[src/uart_params.svh]
`ifndef UART_PARAMS_SVH
`define UART_PARAMS_SVH

// FIFO geometry
`define UART_FIFO_DEPTH 8
`define UART_CNT_W 4

// Character width on the line
`define UART_BYTE_W 8

// System clock and default line rate
`define UART_CLOCK_HZ 10000000
`define UART_BAUD_DEFAULT 115200

// Divisor so that one bit lasts divisor plus one clocks
`define UART_DIV_INIT (`UART_CLOCK_HZ / `UART_BAUD_DEFAULT - 1)

`endif

[src/uart_phy_pkg.sv]
`default_nettype none

`include "uart_params.svh"

package uart_phy_pkg;

  typedef logic [`UART_BYTE_W-1:0] uart_byte_t;
  typedef logic [15:0] baud_div_t;
  typedef logic [`UART_CNT_W-1:0] fifo_cnt_t;

  typedef enum logic [1:0] {
    TX_IDLE,
    TX_START,
    TX_DATA,
    TX_STOP
  } tx_state_t;

  typedef enum logic [1:0] {
    RX_IDLE,
    RX_START,
    RX_DATA,
    RX_STOP
  } rx_state_t;

endpackage

`default_nettype wire

[src/uart_reg_pkg.sv]
`default_nettype none

package uart_reg_pkg;

  // Word addresses on the register bus, 7 is reserved
  typedef enum logic [2:0] {
    ADDR_TXDATA = 3'd0,
    ADDR_RXDATA = 3'd1,
    ADDR_TXCTRL = 3'd2,
    ADDR_RXCTRL = 3'd3,
    ADDR_IE     = 3'd4,
    ADDR_IP     = 3'd5,
    ADDR_DIV    = 3'd6
  } reg_addr_t;

  typedef logic [31:0] bus_word_t;

  // FIFO level thresholds for txcnt and rxcnt
  typedef logic [2:0] wmark_t;

endpackage

`default_nettype wire

[src/uart_bank.sv]
`default_nettype none

`include "uart_params.svh"

module uart_bank (
  input  wire                           clock,
  input  wire                           reset,
  input  wire uart_reg_pkg::reg_addr_t  addr,
  input  wire                           wr_en,
  input  wire                           rd_en,
  input  wire uart_reg_pkg::bus_word_t  wr_data,
  output uart_reg_pkg::bus_word_t       rd_data,
  output logic                          tx_push,
  output uart_phy_pkg::uart_byte_t      tx_wdata,
  input  wire                           tx_full,
  input  wire uart_phy_pkg::fifo_cnt_t  tx_count,
  output logic                          rx_pop,
  input  wire                           rx_empty,
  input  wire uart_phy_pkg::fifo_cnt_t  rx_count,
  input  wire uart_phy_pkg::uart_byte_t rx_rdata,
  output logic                          txen,
  output logic                          nstop,
  output logic                          rxen,
  output uart_phy_pkg::baud_div_t       div,
  output logic                          irq
);
  import uart_reg_pkg::*;
  import uart_phy_pkg::*;

  wmark_t     txcnt_q;
  wmark_t     rxcnt_q;
  logic [1:0] ie_q;
  logic [1:0] ip;
  uart_byte_t rx_byte;
  bus_word_t  rd_word;

  // Bytes to a full transmit FIFO are dropped here
  assign tx_push  = wr_en && (addr == ADDR_TXDATA) && !tx_full;
  assign tx_wdata = wr_data[7:0];
  assign rx_pop   = rd_en && (addr == ADDR_RXDATA) && !rx_empty;

  // Watermark pending bits
  assign ip[0] = (tx_count < fifo_cnt_t'(txcnt_q)) && ie_q[0];
  assign ip[1] = (rx_count > fifo_cnt_t'(rxcnt_q)) && ie_q[1];
  assign irq   = |ip;

  assign rx_byte = rx_empty ? '0 : rx_rdata;

  always_comb begin
    case (addr)
      ADDR_TXDATA: rd_word = {tx_full, 31'b0};
      ADDR_RXDATA: rd_word = {rx_empty, 23'b0, rx_byte};
      ADDR_TXCTRL: rd_word = {13'b0, txcnt_q, 14'b0, nstop, txen};
      ADDR_RXCTRL: rd_word = {13'b0, rxcnt_q, 15'b0, rxen};
      ADDR_IE:     rd_word = {30'b0, ie_q};
      ADDR_IP:     rd_word = {30'b0, ip};
      ADDR_DIV:    rd_word = {16'b0, div};
      default:     rd_word = '0;
    endcase
  end

  always_ff @(posedge clock, posedge reset) begin
    if (reset) begin
      txen    <= 1'b0;
      nstop   <= 1'b0;
      txcnt_q <= '0;
      rxen    <= 1'b0;
      rxcnt_q <= '0;
      ie_q    <= '0;
      div     <= baud_div_t'(`UART_DIV_INIT);
    end else if (wr_en) begin
      case (addr)
        ADDR_TXCTRL: begin
          txen    <= wr_data[0];
          nstop   <= wr_data[1];
          txcnt_q <= wr_data[18:16];
        end
        ADDR_RXCTRL: begin
          rxen    <= wr_data[0];
          rxcnt_q <= wr_data[18:16];
        end
        ADDR_IE:  ie_q <= wr_data[1:0];
        ADDR_DIV: div  <= wr_data[15:0];
        default: ;
      endcase
    end
  end

  // Read data holds until the next read
  always_ff @(posedge clock, posedge reset) begin
    if (reset) rd_data <= '0;
    else if (rd_en) rd_data <= rd_word;
  end

endmodule

`default_nettype wire

[src/uart_fifo.sv]
`default_nettype none

`include "uart_params.svh"

module uart_fifo #(
  parameter int DEPTH = `UART_FIFO_DEPTH
) (
  input  wire                        clock,
  input  wire                        reset,
  input  wire                        push,
  input  wire uart_phy_pkg::uart_byte_t wdata,
  input  wire                        pop,
  output uart_phy_pkg::uart_byte_t   rdata,
  output logic                       full,
  output logic                       empty,
  output uart_phy_pkg::fifo_cnt_t    count
);
  import uart_phy_pkg::*;

  localparam int PTR_W = $clog2(DEPTH);

  uart_byte_t mem_q [DEPTH];
  logic [PTR_W-1:0] wr_ptr;
  logic [PTR_W-1:0] rd_ptr;
  logic do_push;
  logic do_pop;

  assign full    = (count == fifo_cnt_t'(DEPTH));
  assign empty   = (count == '0);
  assign do_push = push && !full;
  assign do_pop  = pop && !empty;

  // Head is visible before the pop
  assign rdata = mem_q[rd_ptr];

  always_ff @(posedge clock) begin
    if (do_push) mem_q[wr_ptr] <= wdata;
  end

  always_ff @(posedge clock, posedge reset) begin
    if (reset) begin
      wr_ptr <= '0;
      rd_ptr <= '0;
      count  <= '0;
    end else begin
      if (do_push) wr_ptr <= (wr_ptr == PTR_W'(DEPTH - 1)) ? '0 : wr_ptr + 1'b1;
      if (do_pop) rd_ptr <= (rd_ptr == PTR_W'(DEPTH - 1)) ? '0 : rd_ptr + 1'b1;
      case ({do_push, do_pop})
        2'b10:   count <= count + 1'b1;
        2'b01:   count <= count - 1'b1;
        default: count <= count;
      endcase
    end
  end

endmodule

`default_nettype wire

[src/uart_rx.sv]
`default_nettype none

module uart_rx (
  input  wire                          clock,
  input  wire                          reset,
  input  wire                          rxen,
  input  wire uart_phy_pkg::baud_div_t div,
  input  wire                          rxd,
  output logic                         push,
  output uart_phy_pkg::uart_byte_t     data
);
  import uart_phy_pkg::*;

  rx_state_t  state;
  baud_div_t  baud_cnt;
  baud_div_t  half_div;
  logic [2:0] bit_idx;
  uart_byte_t shift_q;
  logic       rxd_meta;
  logic       rxd_sync;
  logic       rxd_prev;
  logic       bit_done;
  logic       half_done;

  assign half_div  = div >> 1;
  assign bit_done  = (baud_cnt == div);
  assign half_done = (baud_cnt == half_div);
  assign data      = shift_q;

  // Two-stage synchronizer plus edge history, line idles high
  always_ff @(posedge clock, posedge reset) begin
    if (reset) begin
      rxd_meta <= 1'b1;
      rxd_sync <= 1'b1;
      rxd_prev <= 1'b1;
    end else begin
      rxd_meta <= rxd;
      rxd_sync <= rxd_meta;
      rxd_prev <= rxd_sync;
    end
  end

  always_ff @(posedge clock) begin
    if (state == RX_DATA && bit_done) shift_q <= {rxd_sync, shift_q[7:1]};
  end

  always_ff @(posedge clock, posedge reset) begin
    if (reset) begin
      state    <= RX_IDLE;
      baud_cnt <= '0;
      bit_idx  <= '0;
      push     <= 1'b0;
    end else begin
      push <= 1'b0;
      case (state)
        RX_IDLE: begin
          baud_cnt <= '0;
          if (rxen && rxd_prev && !rxd_sync) state <= RX_START;
        end
        RX_START: begin
          baud_cnt <= half_done ? '0 : baud_cnt + 1'b1;
          if (half_done) begin
            bit_idx <= '0;
            // Glitch filter, start bit must still be low
            state   <= rxd_sync ? RX_IDLE : RX_DATA;
          end
        end
        RX_DATA: begin
          baud_cnt <= bit_done ? '0 : baud_cnt + 1'b1;
          if (bit_done) begin
            if (bit_idx == 3'd7) state <= RX_STOP;
            else bit_idx <= bit_idx + 1'b1;
          end
        end
        RX_STOP: begin
          baud_cnt <= bit_done ? '0 : baud_cnt + 1'b1;
          if (bit_done) begin
            push  <= rxd_sync;
            state <= RX_IDLE;
          end
        end
        default: state <= RX_IDLE;
      endcase
    end
  end

endmodule

`default_nettype wire

[src/uart_top.sv]
`default_nettype none

module uart_top (
  input  wire                          clock,
  input  wire                          reset,
  input  wire uart_reg_pkg::reg_addr_t addr,
  input  wire                          wr_en,
  input  wire                          rd_en,
  input  wire uart_reg_pkg::bus_word_t wr_data,
  output uart_reg_pkg::bus_word_t      rd_data,
  output logic                         txd,
  input  wire                          rxd,
  output logic                         irq
);
  import uart_phy_pkg::*;

  logic       tx_push;
  logic       tx_pop;
  logic       tx_full;
  logic       tx_empty;
  uart_byte_t tx_wdata;
  uart_byte_t tx_rdata;
  fifo_cnt_t  tx_count;
  logic       rx_push;
  logic       rx_pop;
  logic       rx_full;
  logic       rx_empty;
  uart_byte_t rx_wdata;
  uart_byte_t rx_rdata;
  fifo_cnt_t  rx_count;
  logic       txen;
  logic       nstop;
  logic       rxen;
  baud_div_t  div;

  uart_bank bank_i (
    .clock(clock), .reset(reset), .addr(addr), .wr_en(wr_en), .rd_en(rd_en),
    .wr_data(wr_data), .rd_data(rd_data),
    .tx_push(tx_push), .tx_wdata(tx_wdata), .tx_full(tx_full), .tx_count(tx_count),
    .rx_pop(rx_pop), .rx_empty(rx_empty), .rx_count(rx_count), .rx_rdata(rx_rdata),
    .txen(txen), .nstop(nstop), .rxen(rxen), .div(div), .irq(irq)
  );

  // rx_full is left for the checker, overflow simply drops bytes
  uart_fifo tx_fifo_i (
    .clock(clock), .reset(reset), .push(tx_push), .wdata(tx_wdata), .pop(tx_pop),
    .rdata(tx_rdata), .full(tx_full), .empty(tx_empty), .count(tx_count)
  );

  uart_fifo rx_fifo_i (
    .clock(clock), .reset(reset), .push(rx_push), .wdata(rx_wdata), .pop(rx_pop),
    .rdata(rx_rdata), .full(rx_full), .empty(rx_empty), .count(rx_count)
  );

  uart_tx tx_i (
    .clock(clock), .reset(reset), .txen(txen), .nstop(nstop), .div(div),
    .fifo_empty(tx_empty), .fifo_data(tx_rdata), .fifo_pop(tx_pop), .txd(txd)
  );

  uart_rx rx_i (
    .clock(clock), .reset(reset), .rxen(rxen), .div(div), .rxd(rxd),
    .push(rx_push), .data(rx_wdata)
  );

endmodule

`default_nettype wire

[src/uart_tx.sv]
`default_nettype none

module uart_tx (
  input  wire                           clock,
  input  wire                           reset,
  input  wire                           txen,
  input  wire                           nstop,
  input  wire uart_phy_pkg::baud_div_t  div,
  input  wire                           fifo_empty,
  input  wire uart_phy_pkg::uart_byte_t fifo_data,
  output logic                          fifo_pop,
  output logic                          txd
);
  import uart_phy_pkg::*;

  tx_state_t  state;
  baud_div_t  baud_cnt;
  logic [2:0] bit_idx;
  uart_byte_t shift_q;
  logic       bit_done;

  assign bit_done = (baud_cnt == div);
  assign fifo_pop = (state == TX_IDLE) && txen && !fifo_empty;

  always_ff @(posedge clock) begin
    if (fifo_pop) shift_q <= fifo_data;
    else if (state == TX_DATA && bit_done) shift_q <= shift_q >> 1;
  end

  always_ff @(posedge clock, posedge reset) begin
    if (reset) begin
      state    <= TX_IDLE;
      baud_cnt <= '0;
      bit_idx  <= '0;
      txd      <= 1'b1;
    end else begin
      baud_cnt <= (state == TX_IDLE || bit_done) ? '0 : baud_cnt + 1'b1;
      case (state)
        TX_IDLE: begin
          txd <= 1'b1;
          if (fifo_pop) begin
            txd   <= 1'b0;
            state <= TX_START;
          end
        end
        TX_START: if (bit_done) begin
          txd     <= shift_q[0];
          bit_idx <= '0;
          state   <= TX_DATA;
        end
        TX_DATA: if (bit_done) begin
          if (bit_idx == 3'd7) begin
            txd     <= 1'b1;
            bit_idx <= '0;
            state   <= TX_STOP;
          end else begin
            // Next bit, the shift register moves at this same edge
            txd     <= shift_q[1];
            bit_idx <= bit_idx + 1'b1;
          end
        end
        TX_STOP: if (bit_done) begin
          if (nstop && bit_idx == 3'd0) bit_idx <= 3'd1;
          else state <= TX_IDLE;
        end
        default: state <= TX_IDLE;
      endcase
    end
  end

endmodule

`default_nettype wire

[config.mk]
export PLATFORM = sky130hd
export DESIGN_NAME = uart_top
export DESIGN_NICKNAME = d
export VERILOG_FILES = /design/src/uart_phy_pkg.sv /design/src/uart_reg_pkg.sv /design/src/uart_bank.sv /design/src/uart_fifo.sv /design/src/uart_rx.sv /design/src/uart_top.sv /design/src/uart_tx.sv
export VERILOG_INCLUDE_DIRS = /design/src
export SDC_FILE = /design/constraint.sdc
export NUM_CORES = 1
export LEC_CHECK = 0
export BUFFER_PORTS_ARGS = -buffer_cell sky130_fd_sc_hd__buf_2
export CAP_MARGIN = 0
export CELL_PAD_IN_SITES_DETAIL_PLACEMENT = 0
export CELL_PAD_IN_SITES_GLOBAL_PLACEMENT = 2
export CORE_MARGIN = 2
export CORE_UTILIZATION = 47
export DETAILED_ROUTE_END_ITERATION = 16
export HOLD_SLACK_MARGIN = 0.12
export PLACE_DENSITY = 0.95
export SLEW_MARGIN = 0
export SYNTH_ARGS = -nofsm -noshare
export SYNTH_HDL_FRONTEND = slang
export SYNTH_SLANG_ARGS = --single-unit
[constraint.sdc]
create_clock -name clock -period 10.45 [get_ports clock]
set_input_delay 1.045 -clock clock [delete_from_list [all_inputs] [get_ports clock]]
set_output_delay 1.045 -clock clock [all_outputs]
set_load 0.01 [all_outputs]
==> impl_results.rst <==
.. list-table::
   :header-rows: 1

   * - Metric
     - Value
   * - Inserted Clock Buffers
     - 27
   * - Minimum clock period after layout
     - ~3.1 ns
   * - Register area share after synthesis
     - 0.620
   * - Die W
     - 161 um
   * - Worst VDD drop
     - 114 uV
   * - Post-route setup slack
     - 7.33 ns
   * - Status
     - completed
   * - Maximum number of pins on one net before global-route repair
     - a little under 80
   * - Clock Pin Slew Worst Setup and Hold Paths
     - 0.06 ns
   * - Number of buffers inserted by hold repair at cts
     - 0
   * - Number of enable flip-flop cells after synthesis
     - about 140
   * - Cell types with the largest area share after synthesis
     - edfxtp_1 37%, dfrtp_1 23%, mux4_2 6.2%
   * - Dominant synthesized flop cell
     - edfxtp_1
   * - Worst setup slack before clock tree synthesis
     - about 7 ns
   * - Routability congestion estimate from global placement
     - roughly 0.76
   * - Wire length reported by the detailed router
     - between 20 and 25 mm
   * - Xor and xnor area share after synthesis
     - 0.0627
   * - Mean cell area of the mapped netlist
     - 13.6 sq um
   * - Static Leakage
     - roughly 0.0051 uW
   * - Maximum root-to-sink buffer count
     - 3
   * - CTS sink count
     - approximately 260
   * - Hold/Removal Path Class
     - flop to flop
   * - Total via count after detailed routing
     - 6596
   * - Distinct cell type count after synthesis
     - 48
   * - Design Area, Final
     - 13000 sq um
   * - Number of routed nets with antenna violations
     - 0
   * - Post-synthesis cell area
     - 11600 sq um
   * - Crit-path max FO
     - 23
   * - Flops & latches, synth
     - around 260
   * - Fraction of registers with async set/reset
     - 0.442
   * - Die area
     - 25900 sq um
   * - Diode insertion count for antenna repair
     - 0
   * - Number of pins with negative max-slew slack in the final report
     - 0
   * - Power per cell area
     - 225 nW/um^2
   * - Number of vias per cell after detailed routing
     - about 5.3
   * - CTS Root Buffer Type
     - clkbuf_16
   * - Clock Skews
     - between 0.02 and 0.03 ns
   * - Area share of the largest cell type after synthesis
     - 0.373
   * - Number of instances in the synthesized netlist
     - around 850
   * - Max-cap violations
     - 0
   * - Final standard cell count with taps included and fillers excluded
     - around 1200
   * - Combinational family with the most area after synthesis
     - multiplexers
   * - CP required
     - approximately 11 ns
   * - Overflow left after global routing
     - 0
   * - Initial detailed-routing violation count
     - about 660
   * - Worst Setup Path Type
     - flop to flop
   * - Net total in the final layout
     - between 900 and 1000
   * - Relative slew slack
     - 0.246
   * - Library cell with the highest instance count after synthesis
     - edfxtp_1
   * - Synth Area in Compound Gates
     - 0.0413
   * - Starting density of the core
     - 0.478
   * - Number of global-route vias before repair
     - ~6700
   * - DP Cell Count
     - about 1200
   * - Post-route fraction of the period consumed by the critical path
     - 0.298
   * - Fmax
     - ~320 MHz
   * - Vertical die dimension
     - 161 um
   * - Adder-cell share of the synthesized area
     - 0.0369
   * - Post-CTS Setup Bufs
     - 0
   * - # DRC
     - 0
   * - Port-buffer cells
     - between 40 and 50
   * - Post-Route Setup TNS
     - 0 ns
   * - Floorplan row count
     - 57
   * - Initial antenna violation count
     - 0
   * - Final setup violating endpoints
     - 0
   * - Post-cts repair resize count
     - 0
   * - # IOs
     - 74
   * - Layout area overhead
     - 12.2%
   * - Endpoint type of the worst setup path
     - flop
   * - Fraction of synthesized area in multiplexers
     - 0.114
   * - GRT Resource Usage Total
     - 0.182
   * - CTS tree
     - yes
   * - Cell taking the most area after synthesis
     - edfxtp_1
   * - Synth Area in Simple Gates
     - 0.0925
   * - Warning count from the yosys run
     - 0
   * - Fraction of layout cells with a size suffix above 1
     - 0.189
   * - Type of element launching the critical path
     - flop
   * - Unrepaired setup endpoints after global routing
     - false
   * - CTS HTree Levels
     - 1
   * - Number of endpoints with negative hold slack in the final report
     - 0
   * - HPWL Detailed
     - between 15 and 20 mm
   * - First-pass iteration count of the detailed router
     - 5
   * - Synth top cells by count
     - 144 x edfxtp_1, 106 x dfrtp_1, 64 x nand2_1, 60 x nor2_1, 51 x xnor2_1
   * - Post-Place Cell Area
     - around 12000 sq um
   * - First-pass GRT wire length
     - roughly 37 mm
   * - Crit path arrival time
     - 3.54 ns
   * - Area of the placeable core
     - approximately 24000 sq um
   * - Latest clock arrival within the worst-skew pair
     - 0.55 ns
   * - Measured slew at the worst slew-check pin
     - 1.13 ns
   * - Mean routed wirelength per cell
     - ~18 um
-- critical path, cell delays in order (launching register included) --
cell     delay, ns
dfrtp_1       0.44
or4_1         0.51
nand3_1       0.56
inv_1         0.18
ha_1          0.28
ha_1          0.27
a21o_1        0.17
a21oi_1       0.17
xnor2_1       0.15
nor2_1        0.08
xor2_1        0.15
-- logic make-up (layout without fill, tap and decap cells) --
family	after synthesis	in the layout
flops	258	258
simple gates	223	223
mux	88	88
buf+inv	85	146
xor+xnor	83	83
compound gates	81	81
fa+ha+maj	33	33
other cells	1	12
-- registers in the layout (all words and copies together) (netlist names), 4 cells and up, named ones only --
| signal | flops |
|---|---|
| bank_i.div | 16 |
| bank_i.rd_data | 20 |
| rx_fifo_i.count | 4 |
| rx_fifo_i.mem_q | 64 |
| rx_i.baud_cnt | 16 |
| rx_i.data | 8 |
| tx_fifo_i.count | 4 |
| tx_fifo_i.mem_q | 64 |
| tx_i.baud_cnt | 16 |
| tx_i.shift_q | 8 |
-- layer usage --
layer / wire length (um) / track usage / vias to the layer above
met1: 10700 / 0.266 / 3322
met2: 11100 / 0.298 / 110
met5: 0 / 0 / -
li1: - / - / 3144
met4: 280 / 0.0349 / 0
met3: 765 / 0.0241 / 20
-- through the flow --
stage | utilization | hold slack, ns | total power [uW]
floorplan | - | 0.345 | 1840
global placement | 0.500 | 0.345 | 1990
detailed placement | 0.500 | 0.347 | 2010
CTS | 0.536 | 0.355 | 2960
global route | 0.536 | 0.359 | 3090
finish | 0.536 | 0.357 | 2930
-- layout by cell type (no fill, tap or decap), types with 6 or more instances in the layout --
| cell type | count |
|---|---|
| a21o_1 | 7 |
| a21oi_1 | 13 |
| and3_1 | 7 |
| buf_2 | 48 |
| buf_4 | 8 |
| clkbuf_1 | 6 |
| clkbuf_16 | 27 |
| conb_1 | 12 |
| dfrtp_1 | 106 |
| dfstp_2 | 8 |
| edfxtp_1 | 144 |
| ha_1 | 31 |
| inv_1 | 39 |
| mux2_2 | 31 |
| mux2i_1 | 25 |
| mux4_2 | 32 |
| nand2_1 | 64 |
| nand2b_1 | 6 |
| nand3_1 | 19 |
| nand4_1 | 14 |
| nor2_1 | 60 |
| nor2b_1 | 10 |
| nor3_1 | 19 |
| nor4_1 | 6 |
| o21ai_0 | 42 |
| xnor2_1 | 51 |
| xor2_1 | 32 |
-- final timing paths --
kind                                 endpoint               start  slack (ns)  cells past startpoint
max                        tx_fifo_i.count[3]  tx_fifo_i.count[1]        7.33                     10
min                             rx_i.rxd_sync       rx_i.rxd_meta        0.36                      0
max reg2reg                tx_fifo_i.count[3]  tx_fifo_i.count[1]        7.33                     10
min reg2reg                     rx_i.rxd_sync       rx_i.rxd_meta        0.36                      0
max in group asynchronous   bank_i.rd_data[0]               reset        8.52                      3
min in group asynchronous   tx_i.baud_cnt[12]               reset        0.55                      2
-- area by class of cell --
class                      instances  area (sq um)
fill                            2008         11200
multi-input combinational        520          4080
sequential                       258          7190
inverter                          40           153
clock buffer                      33           698
clock inverter                    17           183
timing repair buffer              56           300
tap                              324           405
-- report_power, final --
part	total [uW]	switching (uW)	internal, uW
Sequential	1380	199	1180
Combinational	603	276	327
Clock	943	390	553
Total	2930	864	2060
No activity file was read; power rests on OpenSTA's default activity.
